## src/rtl/game_params.svh

```systemverilog
/*
 * Fixed sizes, start positions, step period and colours of the game.
 * Included by the RTL modules and by the testbench top.
 */
`ifndef GAME_PARAMS_SVH
`define GAME_PARAMS_SVH

`define SCREEN_W        160     // Frame buffer columns
`define SCREEN_H        120     // Frame buffer rows
`define PLAYER_W        3       // Player square side
`define ENEMY_W         7       // Enemy square side

`define PLAYER_START_X  78      // Player row is fixed at SCREEN_H - PLAYER_W
`define ENEMY_START_X   80
`define ENEMY_START_Y   60

`define STEP_CYCLES     20480   // Clocks between motion steps

`define PLAYER_COLOUR   7
`define ENEMY_COLOUR    4
`define BG_COLOUR       0

`endif

```

## src/rtl/game_pkg.sv

```systemverilog
/*
 * Types shared by the game modules: screen coordinates, colours,
 * the pixel stream payload, button bundle and the state machine encodings.
 */
package game_pkg;

    typedef logic [7:0] coord_x_t;  // 0..159
    typedef logic [6:0] coord_y_t;  // 0..119
    typedef logic [2:0] colour_t;

    typedef struct packed {
        coord_x_t x;
        coord_y_t y;
    } pos_t;

    typedef struct packed {
        coord_x_t x;
        coord_y_t y;
        colour_t  colour;
    } pixel_t;

    // Active high, debounced outside
    typedef struct packed {
        logic go;
        logic left;
        logic right;
    } buttons_t;

    typedef enum logic [2:0] {
        LEVEL_SELECT = 3'd0,
        LOAD_LEVEL   = 3'd1,
        LEVEL_PAUSE  = 3'd2,
        PLAY_START   = 3'd3,
        PLAY         = 3'd4,
        PAUSING      = 3'd6,
        GAME_OVER    = 3'd5
    } game_phase_t;

    typedef enum logic [1:0] {IDLE, ERASE, DRAW_PLAYER, DRAW_ENEMY} render_state_t;

endpackage

```

## src/rtl/game_controller.sv

```systemverilog
/*
 * Game phase FSM. Go presses and releases walk the phases, and a
 * player/enemy overlap during play ends the game.
 */
`timescale 1ns/1ps
`include "game_params.svh"

module game_controller import game_pkg::*; (
    input  logic        clk,
    input  logic        resetn,
    input  buttons_t    buttons,
    input  pos_t        player_pos,
    input  pos_t        enemy_pos,
    output game_phase_t phase
);

    game_phase_t phase_next;
    logic [8:0]  player_right;  // One bit wider than a column
    logic [8:0]  enemy_right;
    logic [7:0]  player_bottom;
    logic [7:0]  enemy_bottom;
    logic        overlap;

    // Last column and row covered by each square, inclusive
    assign player_right  = {1'b0, player_pos.x} + 9'(`PLAYER_W - 1);
    assign enemy_right   = {1'b0, enemy_pos.x} + 9'(`ENEMY_W - 1);
    assign player_bottom = {1'b0, player_pos.y} + 8'(`PLAYER_W - 1);
    assign enemy_bottom  = {1'b0, enemy_pos.y} + 8'(`ENEMY_W - 1);

    assign overlap = ({1'b0, player_pos.x} <= enemy_right)
                  && ({1'b0, enemy_pos.x} <= player_right)
                  && ({1'b0, player_pos.y} <= enemy_bottom)
                  && ({1'b0, enemy_pos.y} <= player_bottom);

    always_comb begin
        phase_next = phase;
        case (phase)
            LEVEL_SELECT: if (buttons.go) phase_next = LOAD_LEVEL;
            LOAD_LEVEL:   if (!buttons.go) phase_next = LEVEL_PAUSE;
            LEVEL_PAUSE:  if (buttons.go) phase_next = PLAY_START;
            PLAY_START:   if (!buttons.go) phase_next = PLAY;
            PLAY: begin
                if (buttons.go) begin
                    phase_next = PAUSING;       // Pause wins over a hit
                end else if (overlap) begin
                    phase_next = GAME_OVER;
                end
            end
            PAUSING:      if (!buttons.go) phase_next = LEVEL_PAUSE;
            GAME_OVER:    if (buttons.go) phase_next = LOAD_LEVEL;
            default:      phase_next = LEVEL_SELECT;
        endcase
    end

    always_ff @(posedge clk) begin
        if (!resetn) begin
            phase <= LEVEL_SELECT;
        end else begin
            phase <= phase_next;
        end
    end

endmodule

```

## src/rtl/player_mover.sv

```systemverilog
/*
 * Player square motion along the bottom row. Steps once per step
 * period during play, following left/right and clamped at the edges.
 */
`timescale 1ns/1ps
`include "game_params.svh"

module player_mover import game_pkg::*; (
    input  logic        clk,
    input  logic        resetn,
    input  buttons_t    buttons,
    input  game_phase_t phase,
    output pos_t        player_pos,
    output logic        player_moved
);

    localparam int STEP_W = $clog2(`STEP_CYCLES);

    logic [STEP_W-1:0] step_cnt;
    logic              step;
    coord_x_t          player_x;

    // Counter restarts on every entry to play
    assign step = (phase == PLAY) && (step_cnt == STEP_W'(`STEP_CYCLES - 1));

    always_ff @(posedge clk) begin
        if (!resetn) begin
            step_cnt     <= '0;
            player_x     <= coord_x_t'(`PLAYER_START_X);
            player_moved <= 1'b0;
        end else begin
            player_moved <= 1'b0;

            if (phase != PLAY || step) begin
                step_cnt <= '0;
            end else begin
                step_cnt <= step_cnt + 1'b1;
            end

            if (phase == LOAD_LEVEL) begin
                player_x <= coord_x_t'(`PLAYER_START_X);
            end else if (step) begin
                if (buttons.left && player_x != '0) begin
                    player_x     <= player_x - 1'b1;
                    player_moved <= 1'b1;
                end else if (buttons.right
                             && player_x < coord_x_t'(`SCREEN_W - `PLAYER_W)) begin
                    player_x     <= player_x + 1'b1;
                    player_moved <= 1'b1;
                end
            end
        end
    end

    assign player_pos.x = player_x;
    assign player_pos.y = coord_y_t'(`SCREEN_H - `PLAYER_W);    // Bottom row

endmodule

```

## src/rtl/enemy_mover.sv

```systemverilog
/*
 * Enemy square that bounces diagonally off the screen edges.
 * One step per step period during play, every step moves it.
 */
`timescale 1ns/1ps
`include "game_params.svh"

module enemy_mover import game_pkg::*; (
    input  logic        clk,
    input  logic        resetn,
    input  game_phase_t phase,
    output pos_t        enemy_pos,
    output logic        enemy_moved
);

    localparam int STEP_W = $clog2(`STEP_CYCLES);

    logic [STEP_W-1:0] step_cnt;
    logic              step;
    logic              go_left;     // Column direction
    logic              go_up;       // Row direction
    coord_x_t          next_x;
    coord_y_t          next_y;

    assign step = (phase == PLAY) && (step_cnt == STEP_W'(`STEP_CYCLES - 1));

    assign next_x = go_left ? enemy_pos.x - 1'b1 : enemy_pos.x + 1'b1;
    assign next_y = go_up ? enemy_pos.y - 1'b1 : enemy_pos.y + 1'b1;

    always_ff @(posedge clk) begin
        if (!resetn) begin
            step_cnt    <= '0;
            enemy_pos.x <= coord_x_t'(`ENEMY_START_X);
            enemy_pos.y <= coord_y_t'(`ENEMY_START_Y);
            go_left     <= 1'b0;    // Starts right and down
            go_up       <= 1'b0;
            enemy_moved <= 1'b0;
        end else begin
            enemy_moved <= 1'b0;

            if (phase != PLAY || step) begin
                step_cnt <= '0;
            end else begin
                step_cnt <= step_cnt + 1'b1;
            end

            if (phase == LOAD_LEVEL) begin
                enemy_pos.x <= coord_x_t'(`ENEMY_START_X);
                enemy_pos.y <= coord_y_t'(`ENEMY_START_Y);
                go_left     <= 1'b0;
                go_up       <= 1'b0;
            end else if (step) begin
                enemy_pos.x <= next_x;
                enemy_pos.y <= next_y;
                enemy_moved <= 1'b1;
                // Turn around after landing on an edge
                if (next_x == '0) go_left <= 1'b0;
                if (next_x == coord_x_t'(`SCREEN_W - `ENEMY_W)) go_left <= 1'b1;
                if (next_y == '0) go_up <= 1'b0;
                if (next_y == coord_y_t'(`SCREEN_H - `ENEMY_W)) go_up <= 1'b1;
            end
        end
    end

endmodule

```

## src/rtl/frame_renderer.sv

```systemverilog
/*
 * Turns frame requests into a pixel stream: full screen clear, then the
 * player square, then the enemy square. Game over gives a clear-only frame.
 */
`timescale 1ns/1ps
`include "game_params.svh"

module frame_renderer import game_pkg::*; (
    input  logic        clk,
    input  logic        resetn,
    input  game_phase_t phase,
    input  pos_t        player_pos,
    input  pos_t        enemy_pos,
    input  logic        player_moved,
    input  logic        enemy_moved,
    output pixel_t      pixel,
    output logic        pixel_valid,
    input  logic        pixel_ready
);

    game_phase_t   prev_phase;
    logic          load_entry;
    logic          over_entry;
    logic          req_frame;   // Full frame pending
    logic          req_erase;   // Clear-only frame pending
    logic          start_full;
    logic          start_erase;
    logic          erase_only;
    render_state_t state;
    render_state_t state_after;
    pos_t          snap_player;
    pos_t          snap_enemy;
    coord_x_t      cnt_x;
    coord_y_t      cnt_y;
    coord_x_t      org_x;
    coord_y_t      org_y;
    coord_x_t      span_x;      // Last relative column of current area
    coord_y_t      span_y;
    colour_t       colour;
    logic          accept;

    assign load_entry = (phase == LOAD_LEVEL) && (prev_phase != LOAD_LEVEL);
    assign over_entry = (phase == GAME_OVER) && (prev_phase != GAME_OVER);

    assign start_full  = (state == IDLE) && req_frame;
    assign start_erase = (state == IDLE) && !req_frame && req_erase;

    // Requests arriving mid-frame wait here and merge
    always_ff @(posedge clk) begin
        if (!resetn) begin
            prev_phase <= LEVEL_SELECT;
            req_frame  <= 1'b0;
            req_erase  <= 1'b0;
        end else begin
            prev_phase <= phase;

            if (player_moved || enemy_moved || load_entry) begin
                req_frame <= 1'b1;
            end else if (start_full) begin
                req_frame <= 1'b0;
            end

            if (over_entry) begin
                req_erase <= 1'b1;
            end else if (load_entry || start_erase) begin
                req_erase <= 1'b0;  // A level frame clears the screen anyway
            end
        end
    end

    always_ff @(posedge clk) begin
        if (start_full) begin
            snap_player <= player_pos;
            snap_enemy  <= enemy_pos;
        end
    end

    always_comb begin
        case (state)
            DRAW_PLAYER: begin
                org_x       = snap_player.x;
                org_y       = snap_player.y;
                span_x      = coord_x_t'(`PLAYER_W - 1);
                span_y      = coord_y_t'(`PLAYER_W - 1);
                colour      = colour_t'(`PLAYER_COLOUR);
                state_after = DRAW_ENEMY;
            end
            DRAW_ENEMY: begin
                org_x       = snap_enemy.x;
                org_y       = snap_enemy.y;
                span_x      = coord_x_t'(`ENEMY_W - 1);
                span_y      = coord_y_t'(`ENEMY_W - 1);
                colour      = colour_t'(`ENEMY_COLOUR);
                state_after = IDLE;
            end
            default: begin                      // ERASE, IDLE
                org_x       = '0;
                org_y       = '0;
                span_x      = coord_x_t'(`SCREEN_W - 1);
                span_y      = coord_y_t'(`SCREEN_H - 1);
                colour      = colour_t'(`BG_COLOUR);
                state_after = erase_only ? IDLE : DRAW_PLAYER;
            end
        endcase
    end

    assign pixel_valid  = (state != IDLE);
    assign accept       = pixel_valid && pixel_ready;
    assign pixel.x      = org_x + cnt_x;
    assign pixel.y      = org_y + cnt_y;
    assign pixel.colour = colour;

    // Raster walk, advances only on an accepted pixel
    always_ff @(posedge clk) begin
        if (!resetn) begin
            state      <= IDLE;
            cnt_x      <= '0;
            cnt_y      <= '0;
            erase_only <= 1'b0;
        end else if (state == IDLE) begin
            if (start_full || start_erase) begin
                state      <= ERASE;
                erase_only <= start_erase;
                cnt_x      <= '0;
                cnt_y      <= '0;
            end
        end else if (accept) begin
            if (cnt_x == span_x) begin
                cnt_x <= '0;
                if (cnt_y == span_y) begin
                    cnt_y <= '0;
                    state <= state_after;   // Area done
                end else begin
                    cnt_y <= cnt_y + 1'b1;
                end
            end else begin
                cnt_x <= cnt_x + 1'b1;
            end
        end
    end

endmodule

```

## src/rtl/arcade_top.sv

```systemverilog
/*
 * Game core top. Controller, both movers and the renderer, producing
 * a valid/ready pixel stream for a 160x120 frame buffer writer.
 */
`timescale 1ns/1ps

module arcade_top import game_pkg::*; (
    input  logic        clk,
    input  logic        resetn,
    input  buttons_t    buttons,
    input  logic        pixel_ready,
    output pixel_t      pixel,
    output logic        pixel_valid,
    output game_phase_t phase
);

    pos_t player_pos;
    pos_t enemy_pos;
    logic player_moved;
    logic enemy_moved;

    game_controller u_controller (
        .clk        (clk),
        .resetn     (resetn),
        .buttons    (buttons),
        .player_pos (player_pos),
        .enemy_pos  (enemy_pos),
        .phase      (phase)
    );

    player_mover u_player (
        .clk          (clk),
        .resetn       (resetn),
        .buttons      (buttons),
        .phase        (phase),
        .player_pos   (player_pos),
        .player_moved (player_moved)
    );

    enemy_mover u_enemy (
        .clk         (clk),
        .resetn      (resetn),
        .phase       (phase),
        .enemy_pos   (enemy_pos),
        .enemy_moved (enemy_moved)
    );

    frame_renderer u_renderer (
        .clk          (clk),
        .resetn       (resetn),
        .phase        (phase),
        .player_pos   (player_pos),
        .enemy_pos    (enemy_pos),
        .player_moved (player_moved),
        .enemy_moved  (enemy_moved),
        .pixel        (pixel),
        .pixel_valid  (pixel_valid),
        .pixel_ready  (pixel_ready)
    );

endmodule

```

## config.mk

```make
export PLATFORM = sky130hd
export DESIGN_NAME = arcade_top
export DESIGN_NICKNAME = d
export VERILOG_FILES = /design/src/rtl/game_pkg.sv /design/src/rtl/game_controller.sv /design/src/rtl/player_mover.sv /design/src/rtl/enemy_mover.sv /design/src/rtl/frame_renderer.sv /design/src/rtl/arcade_top.sv
export VERILOG_INCLUDE_DIRS = /design/src /design/src/rtl
export SDC_FILE = /design/constraint.sdc
export NUM_CORES = 1
export LEC_CHECK = 0
export BUFFER_PORTS_ARGS = -buffer_cell sky130_fd_sc_hd__buf_2
export CAP_MARGIN = 20
export CORE_MARGIN = 3
export CORE_UTILIZATION = 35
export DETAILED_ROUTE_END_ITERATION = 8
export PLACE_DENSITY = 0.59
export SYNTH_ARGS = -nofsm -noshare
export SYNTH_HDL_FRONTEND = slang
export SYNTH_SLANG_ARGS = --single-unit
```

## constraint.sdc

```tcl
create_clock -name clk -period 8.8 [get_ports clk]
set_clock_uncertainty 0.1 [all_clocks]
set_input_delay 1.76 -clock clk [delete_from_list [all_inputs] [get_ports clk]]
set_output_delay 1.76 -clock clk [all_outputs]
set_load 0.01 [all_outputs]
```

==> flow_metrics.py, run 1 <==
metrics = {
    "drt": {
        "first_pass_iters": 6,
        "drc": 0,
        "ant_nets": 0,
        "first_iter_violations": 187,
        "vias": 4954,
        "drt_wl_total_um": 12900,
        "wire_per_inst_um": 13.1,
        "viasPerCell": 5.02,
    },
    "synth": {
        "yosysTopAreaCell": "dfxtp_1",
        "synth_nets": 799,
        "synth_edf_count": 23,
        "synthTopCellsByArea": "dfxtp_1, ha_1, edfxtp_1",
        "synth-async-reset-ratio_pct": 0,
        "syn-mean-instance-area_um2": 8.90,
        "synth-seq-area-share_pct": 36.2,
        "syn_area_um2": 6500,
        "synth_cell_types": 67,
        "syn_inst": 731,
        "synth_commonest_cells": "nor2_1, dfxtp_1, ha_1, nand2_1, inv_1",
        "synth_top_area_share_pct": 25.6,
        "yosysMostFrequentCell": "nor2_1",
        "ys.flop_type": "dfxtp_1",
        "yosysWarnings": 0,
        "synth-seq-cells": 106,
    },
    "pwr": {
        "p_sw_w": 0.000225,
        "ir_drop_mv": 0.0944,
        "leakage_nw": 2.85,
        "internal-power_w": 0.000762,
        "p_sw_share_pct": 22.8,
        "power_frac_seq_pct": 51.3,
        "power_density_nw_per_um2": 137,
        "combPwrFrac_pct": 4.5,
        "clkPwrFrac_pct": 44.3,
    },
    "clock_tree": {
        "h-tree-depth": 3,
        "path_clk_slew_ns": 0.07,
        "clock_sinks": 106,
        "clock-root-buffer": "clkbuf_16",
        "cts_resized": 0,
        "cts_tree": "built",
        "numCtsBuffers": 9,
        "cts.path.max_buffers": 2,
        "post_cts_buffers": 0,
        "insertion_delay_ns": 0.36,
        "holdBufCountCts": 0,
    },
    "timing": {
        "slew_headroom_pct": 35.6,
        "setup_viol": 0,
        "clock.fmax_ghz": 0.195,
        "min_period_ns": 5.14,
        "maxSlewViolCount": 0,
        "tns_ns": 0,
        "post-route-period-util_pct": 58.4,
        "tightest_slew_ns": 0.966,
        "hold_violations": 0,
        "rsz0062_at_grt": "no",
    },
    "die": {
        "die_y_um": 142,
        "dieArea_um2": 20300,
        "boundaryPins": 28,
        "start_util_pct": 36.0,
        "die_w_um": 142,
        "rows": 49,
        "coreArea_um2": 18100,
    },
    "placed_design": {
        "dpl_cell_area_um2": 6860,
        "dp.final_hpwl_um": 9550,
        "place.gp.congestion": 0.850,
        "portBuffers": 27,
    },
    "cells_and_area": {
        "finalNetCount": 821,
        "fill_cells": 1837,
        "area_delta_synth_final_pct": 10.5,
        "drive_gt1_share_pct": 7.52,
        "final_cell_area_um2": 7180,
        "antenna_cells": 0,
    },
    "outcome": {
        "status": "finished, final reports clean",
    },
    "worst_setup_path": {
        "critPathLaunch": "u_renderer.state[0]",
        "startpoint_type": "register",
        "r2r_start": "u_player.player_x[1]",
        "worst-path-max-fanout": 20,
        "cp_cell_sequence": "mux2_2, nand2_1, inv_1, ha_1, a21o_1, a21oi_1, nor2b_1, o21a_1, o41ai_1, xnor2_1, buf_2",
        "arrival_ns": 3.28,
        "worstSetupEndpointType": "primary output",
        "cp.required_ns": 6.94,
        "crit_type": "register to primary output",
        "slowest_delay_ns": 0.80,
        "slowest_stage": "dfxtp_1",
    },
    "global_route": {
        "grt_pass1_vias": 4633,
        "grt_max_degree": 26,
        "grt_pass1_wl_um": 22600,
        "grt_use_total_pct": 13.5,
        "grt_overflow_total": 0,
        "antenna_found_initial": 0,
    },
    "run": {
        "cap_violations": 0,
    },
    "min_path": {
        "hold_start": "u_enemy.step_cnt[0]",
        "hp-class": "register to register",
    },
}
## registers in the layout, indices dropped and copies added, names as in the netlist, 2 cells and up
name / count
u_renderer.cnt_y: 7
u_renderer.cnt_x: 8
u_renderer.snap_enemy: 15
u_renderer.snap_player: 8
u_enemy.enemy_pos: 15
u_enemy.step_cnt: 15
u_player.player_x: 8
u_player.step_cnt: 15
u_renderer.state: 2
u_controller.phase: 3
u_renderer.prev_phase: 3
## final cells by class
cell class / instances / area (um2) / share of cell area (%)
inverters: 43 / 161 / 2.25
clock inverters: 6 / 76.3 / 1.06
clock buffers: 10 / 250 / 3.48
well taps: 229 / 287 / 3.99
flip-flops and latches: 106 / 2350 / 32.7
repair buffers: 28 / 143 / 1.99
multi-input cells: 565 / 3910 / 54.5
## metrics by stage
step,utilization (%),power (W),cells,worst slack (ns),hold slack [ns]
after floorplan,-,0.000549,731,4.45,0.326
after global placement,37.9,0.000562,971,4.06,0.339
after detailed placement,37.9,0.000562,971,4.04,0.351
after CTS,39.7,0.00100,987,3.65,0.368
after global routing,39.7,0.00103,987,3.36,0.405
final,39.7,0.000987,987,3.66,0.358
## critical path, delay by kind of cell, from the launching register on
family | cells | cell delay [ns]
AOI/OAI and AO/OA | 4 | 0.91
xor gates and xnor gates | 1 | 0.16
muxes | 1 | 0.41
DFF | 1 | 0.80
adders and majority gates | 1 | 0.26
buffers and inverters | 2 | 0.20
and+or+nand+nor | 2 | 0.18
## cell usage in the layout, fill, tap and decap left out, drive strengths merged, types with 4 or more instances in the layout
cell     instances
nand2b           7
nor2b           19
buf             28
clkbuf          10
mux2i           12
nand4           15
fa               5
o211ai           9
xor2            38
a211oi           6
o21ai           32
nor3            13
o2111ai          7
edfxtp          23
or4              4
o21a            11
nand3           30
a21boi           5
o21bai           4
a21o            11
inv             48
dfxtp           83
ha              57
and3             6
nor2            86
xnor2           39
and2            10
nor3b            6
a21oi           34
nand2           57
## worst paths after layout
| path | end | slack, ns | cells past startpoint |
|---|---|---|---|
| worst max register to register | u_player.player_x[6] | 5.57 | 10 |
| worst min-delay path | u_enemy.step_cnt[0] | 0.36 | 1 |
| worst min register to register | u_enemy.step_cnt[0] | 0.36 | 1 |
| worst max-delay path | pixel[17] | 3.66 | 11 |
## logic make-up (layout without fill, tap and decap cells)
kind of cell    Yosys count  in the layout  share of synthesized area, %
compound gates          143            143                          14.7
flops                   106            106                          36.2
buf+inv                  60             87                          3.64
mux                      15             15                          2.37
simple gates            268            268                          20.2
xor+xnor                 77             77                          10.4
fa+ha+maj                62             62                          12.5
## power by group through the flow
stage                     combinational [W]  clock, W  sequential [W]
after floorplan                   0.0000337         0        0.000515
after global routing              0.0000502  0.000473        0.000507
final                             0.0000440  0.000437        0.000506
after detailed placement          0.0000442         0        0.000518
after CTS                         0.0000446  0.000451        0.000506
after global placement            0.0000441         0        0.000518
## routing by layer
metal / GRT usage (%) / vias up / wire length [um]
li1: - / 2622 / -
met1: 19.0 / 2261 / 6680
met2: 21.1 / 56 / 5610
met3: 3.13 / 15 / 456
met4: 3.50 / 0 / 167
met5: 0 / - / 0
(Power assumes the default switching activity.)
==> run 2, diff against run 1 <==
Settings changed: PLACE_DENSITY 0.59 to 0.61.
Clock period 8.8 ns to 4.35 ns, I/O delays scaled along.
==> run 2 against run 1 <==
Compared with the run above:
- largest cell class unchanged
- critical path depth fell by 1
- non-clock buffer count up 2
- critical path type unchanged
- via count grew 0.24%
- highest routed layer unchanged
==> flow_metrics.py, run 2 (synthesis gave the netlist of run 1 again) <==
metrics = {
    "die": {
        "die_y_um": 142,
        "coreArea_um2": 18100,
        "rows": 49,
        "boundaryPins": 28,
        "dieArea_um2": 20300,
        "die_w_um": 142,
        "start_util_pct": 36.0,
    },
    "cells_and_area": {
        "mostFrequentLayoutCell": "nor2_1",
        "area_delta_synth_final_pct": 9.97,
        "utilization_pct": 39.5,
        "final_cell_mix": "nor2_1, dfxtp_1, nand2_1, ha_1, inv_1",
        "finalNetCount": 823,
        "antenna_cells": 0,
        "drive_gt1_share_pct": 7.50,
    },
    "run": {
        "cap_violations": 0,
    },
    "timing": {
        "rsz0062_at_grt": "no",
        "hold_violations": 0,
        "maxSlewViolCount": 0,
        "slew_headroom_pct": 36.3,
        "clock.fmax_ghz": 0.258,
        "worst_slack_ns": 0.471,
        "tns_ns": 0,
        "tightest_slew_ns": 0.955,
        "setup_viol": 0,
        "min_period_ns": 3.88,
        "post-route-period-util_pct": 89.2,
    },
    "worst_setup_path": {
        "worst-path-max-fanout": 25,
        "r2r_end": "u_player.player_x[6]",
        "worstSetupEndpointType": "primary output",
        "startpoint_type": "register",
        "r2r_start": "u_player.player_x[1]",
        "cp_cell_sequence": "nand2_1, inv_1, ha_1, a21o_1, a21oi_1, nor2b_1, o21a_1, o41ai_1, xnor2_1, buf_2",
        "slowest_stage": "dfxtp_1",
        "rrSetupSlack_ns": 1.23,
        "path_delay_family": "compound AO/OA/AOI/OAI gates",
        "worstRegToRegCells": 10,
        "crit_type": "register to primary output",
        "arrival_ns": 2.91,
        "slowest_delay_ns": 0.76,
        "cp.required_ns": 3.38,
        "crit_buf_inv": 2,
    },
    "outcome": {
        "status": "finished, final reports clean",
    },
    "pwr": {
        "leakage_nw": 2.84,
        "p_sw_w": 0.000444,
        "power_density_nw_per_um2": 264,
        "p_sw_share_pct": 23.5,
        "internal-power_w": 0.00144,
        "power_frac_seq_pct": 54.1,
        "ir_drop_mv": 0.187,
        "combPwrFrac_pct": 4.9,
        "clkPwrFrac_pct": 41.0,
        "power_w": 0.00189,
    },
    "drt": {
        "wire_per_inst_um": 13.2,
        "ant_nets": 0,
        "drt_wl_total_um": 13000,
        "drc": 0,
        "first_pass_iters": 5,
        "first_iter_violations": 188,
        "vias": 4966,
        "viasPerCell": 5.02,
    },
    "placed_design": {
        "place_ws_ns": 0.820,
        "portBuffers": 27,
        "place.gp.congestion": 0.821,
        "dp.final_hpwl_um": 9560,
    },
    "min_path": {
        "hold_start": "u_enemy.step_cnt[0]",
        "holdPathStages": 1,
        "min_to": "u_enemy.step_cnt[0]",
        "hp-class": "register to register",
    },
    "global_route": {
        "grt_overflow_total": 0,
        "grt_use_total_pct": 13.6,
        "grt_pass1_vias": 4650,
        "antenna_found_initial": 0,
        "grt_max_degree": 26,
        "grt_pass1_wl_um": 22700,
    },
    "clock_tree": {
        "numCtsBuffers": 9,
        "path_clk_slew_ns": 0.07,
        "h-tree-depth": 3,
        "cts_resized": 0,
        "holdBufCountCts": 0,
        "cts_tree": "built",
        "clock_sinks": 106,
        "clock-root-buffer": "clkbuf_16",
        "cts.path.max_buffers": 2,
        "insertion_delay_ns": 0.35,
        "post_cts_buffers": 0,
    },
}
## run 2: worst max-delay path by stage
stage,startpoint,endpoint,cells past startpoint
finish,u_renderer.state[1],pixel[17],10
global placement,u_renderer.state[1],pixel[17],10
global route,u_renderer.state[1],pixel[17],10
CTS,u_renderer.state[1],pixel[17],10
detailed placement,u_renderer.state[1],pixel[17],10
floorplan,u_renderer.state[0],pixel[17],11
## run 2: stage by stage
| stage | instances | hold WS, ns | instance area [um2] |
|---|---|---|---|
| 2_1_floorplan | 731 | 0.326 | 6500 |
| 3_3_place_gp | 973 | 0.341 | 6870 |
| 3_5_place_dp | 973 | 0.351 | 6870 |
| 4_1_cts | 989 | 0.367 | 7150 |
| 5_1_grt | 989 | 0.394 | 7150 |
| 6_report | 989 | 0.361 | 7150 |
## run 2: metal layers
layer  share of wire, %  track usage [%]  wire (um)
met1                 52             18.5       6740
met2                 45             21.8       5820
met3                2.9             3.63        371
met4               0.55             3.10         72
met5                  0                0          0
## run 2: layout make-up
type                            instances  area, um2
Clock buffer                           10        229
Tap cell                              229        287
Fill cell                            1809      10900
Multi-Input combinational cell        565       3910
Timing Repair Buffer                   30        158
Clock inverter                          6       50.0
Sequential cell                       106       2350
Inverter                               43        161
## run 2: power groups by stage
stage | clock network (W) | registers, W | logic, W
after global routing | 0.000852 | 0.00102 | 0.000105
after floorplan | 0 | 0.00104 | 0.0000683
after global placement | 0 | 0.00104 | 0.0000932
after CTS | 0.000812 | 0.00102 | 0.0000941
final | 0.000775 | 0.00102 | 0.0000928
after detailed placement | 0 | 0.00104 | 0.0000938
==> run 3, diff against run 2 <==
Settings changed: BUFFER_PORTS_ARGS -buffer_cell sky130_fd_sc_hd__buf_2 to -buffer_cell sky130_fd_sc_hd__clkbuf_2.
==> run 3 against run 2 <==
Compared with the run above:
- register-to-register slack got worse by 0.02 ns
- first-iteration DRC count increased by 35%
- sequential power barely moved
- count of clock-buffer cells in the layout is 1 lower
- combinational power is essentially flat
- non-clock buffer count is 1 higher
- global-route usage down 0.22 points
- utilization up 0.069 points
- hold slack improved by 0.0074 ns
- die area unchanged
- flip-flop and latch count unchanged
- highest routed layer unchanged
==> flow_metrics.py, run 3 (synthesis gave the netlist of run 1 again) <==
metrics = {
    "outcome": {
        "status": "finished, final reports clean",
    },
    "drt": {
        "ant_nets": 0,
        "vias": 4975,
        "wire_per_inst_um": 13.1,
        "drc": 0,
        "first_pass_iters": 4,
        "first_iter_violations": 253,
        "drt_wl_total_um": 12900,
        "viasPerCell": 5.03,
    },
    "cells_and_area": {
        "antenna_cells": 0,
        "fill_cells": 1817,
        "final_cell_mix": "nor2_1, dfxtp_1, nand2_1, ha_1, inv_1",
        "area_delta_synth_final_pct": 10.2,
        "drive_gt1_share_pct": 7.88,
        "final_cell_area_um2": 7160,
        "utilization_pct": 39.6,
        "mostFrequentLayoutCell": "nor2_1",
        "finalNetCount": 824,
    },
    "die": {
        "rows": 49,
        "start_util_pct": 36.0,
        "dieArea_um2": 20300,
        "die_y_um": 142,
        "die_w_um": 142,
        "coreArea_um2": 18100,
        "boundaryPins": 28,
    },
    "worst_setup_path": {
        "startpoint_type": "register",
        "cp.required_ns": 3.38,
        "worst-path-max-fanout": 16,
        "arrival_ns": 2.81,
        "worstSetupEndpointType": "primary output",
        "crit_type": "register to primary output",
    },
    "clock_tree": {
        "path_clk_slew_ns": 0.07,
        "insertion_delay_ns": 0.35,
        "cts_tree": "built",
        "cts.path.max_buffers": 2,
        "clock_sinks": 106,
        "numCtsBuffers": 9,
        "holdBufCountCts": 0,
        "post_cts_buffers": 0,
        "h-tree-depth": 3,
        "cts_resized": 0,
        "clock-root-buffer": "clkbuf_16",
    },
    "global_route": {
        "busiest_layer": "met2",
        "antenna_found_initial": 0,
        "grt_pass1_wl_um": 22600,
        "grt_pass1_vias": 4745,
        "grt_max_degree": 25,
        "use_met2_pct": 22.0,
        "grt_use_total_pct": 13.4,
        "grt_overflow_total": 0,
        "use_met3_pct": 2.76,
        "met1_usage_pct": 18.3,
    },
    "placed_design": {
        "portBuffers": 27,
        "dpl_cell_area_um2": 6880,
        "place.gp.congestion": 0.816,
        "dp.final_hpwl_um": 9670,
    },
    "timing": {
        "tightest_slew_ns": 0.977,
        "hold_violations": 0,
        "rsz0062_at_grt": "no",
        "tns_ns": 0,
        "maxSlewViolCount": 0,
        "clock.fmax_ghz": 0.265,
        "slew_headroom_pct": 34.8,
        "post-route-period-util_pct": 86.9,
        "setup_viol": 0,
        "min_period_ns": 3.78,
    },
    "min_path": {
        "hp-class": "register to register",
    },
    "pwr": {
        "leakage_nw": 2.83,
        "ir_drop_mv": 0.187,
        "power_w": 0.00190,
        "power_density_nw_per_um2": 265,
    },
    "run": {
        "cap_violations": 0,
    },
}
run 3: changes by cell type in the layout (fill, tap and decap cells not counted):
cell,before,now
clkinvlp_4,0,1
clkbuf_1,1,0
clkinv_1,1,0
inv_6,2,3
clkinv_4,2,1
clkinv_2,0,1
buf_4,3,4
buf_2,27,0
clkbuf_2,0,27
run 3: final timing paths:
kind                                            from                   to  slack, ns  cells after the start
worst min-delay path             u_enemy.step_cnt[0]  u_enemy.step_cnt[0]       0.37                      1
worst min register to register   u_enemy.step_cnt[0]  u_enemy.step_cnt[0]       0.37                      1
worst max register to register  u_enemy.enemy_pos[7]      u_enemy.go_left       1.21                      8
worst max-delay path             u_renderer.state[1]             pixel[9]       0.57                     12
run 3: cell type report:
cell class	instances	area [um2]	area share [%]
well taps	229	287	4.00
inverters	43	161	2.25
clock inverters	7	58.8	0.821
clock buffers	9	225	3.14
repair buffers	31	165	2.31
flip-flops and latches	106	2350	32.8
multi-input cells	565	3910	54.6
run 3: layer usage:
layer / up-vias / share of wire [%]
li1: 2623 / -
met1: 2298 / 51
met2: 45 / 45
met3: 9 / 2.6
met4: 0 / 0.94
met5: - / 0
run 3: stage by stage:
| stage | hold WS (ns) | cells | worst slack (ns) |
|---|---|---|---|
| final | 0.368 | 990 | 0.571 |
| after floorplan | 0.326 | 731 | 0.892 |
| after global routing | 0.394 | 990 | 0.320 |
| after global placement | 0.340 | 974 | 1.01 |
| after detailed placement | 0.351 | 974 | 0.933 |
| after CTS | 0.368 | 990 | 0.536 |
run 3: worst max-delay path: stages (launching register included):
cell      delay [ns]
dfxtp_1         0.57
buf_4           0.23
o21a_1          0.13
ha_1            0.16
inv_1           0.06
fa_1            0.40
inv_1           0.07
a21oi_1         0.05
o21bai_1        0.21
a21o_1          0.16
a21oi_1         0.07
xnor2_1         0.19
clkbuf_2        0.16
run 3: power by group:
part / total, W / internal (W) / switching (W)
sequential: 0.00102 / 0.00101 / 0.00000927
clock: 0.000783 / 0.000399 / 0.000384
combinational: 0.0000929 / 0.0000363 / 0.0000566
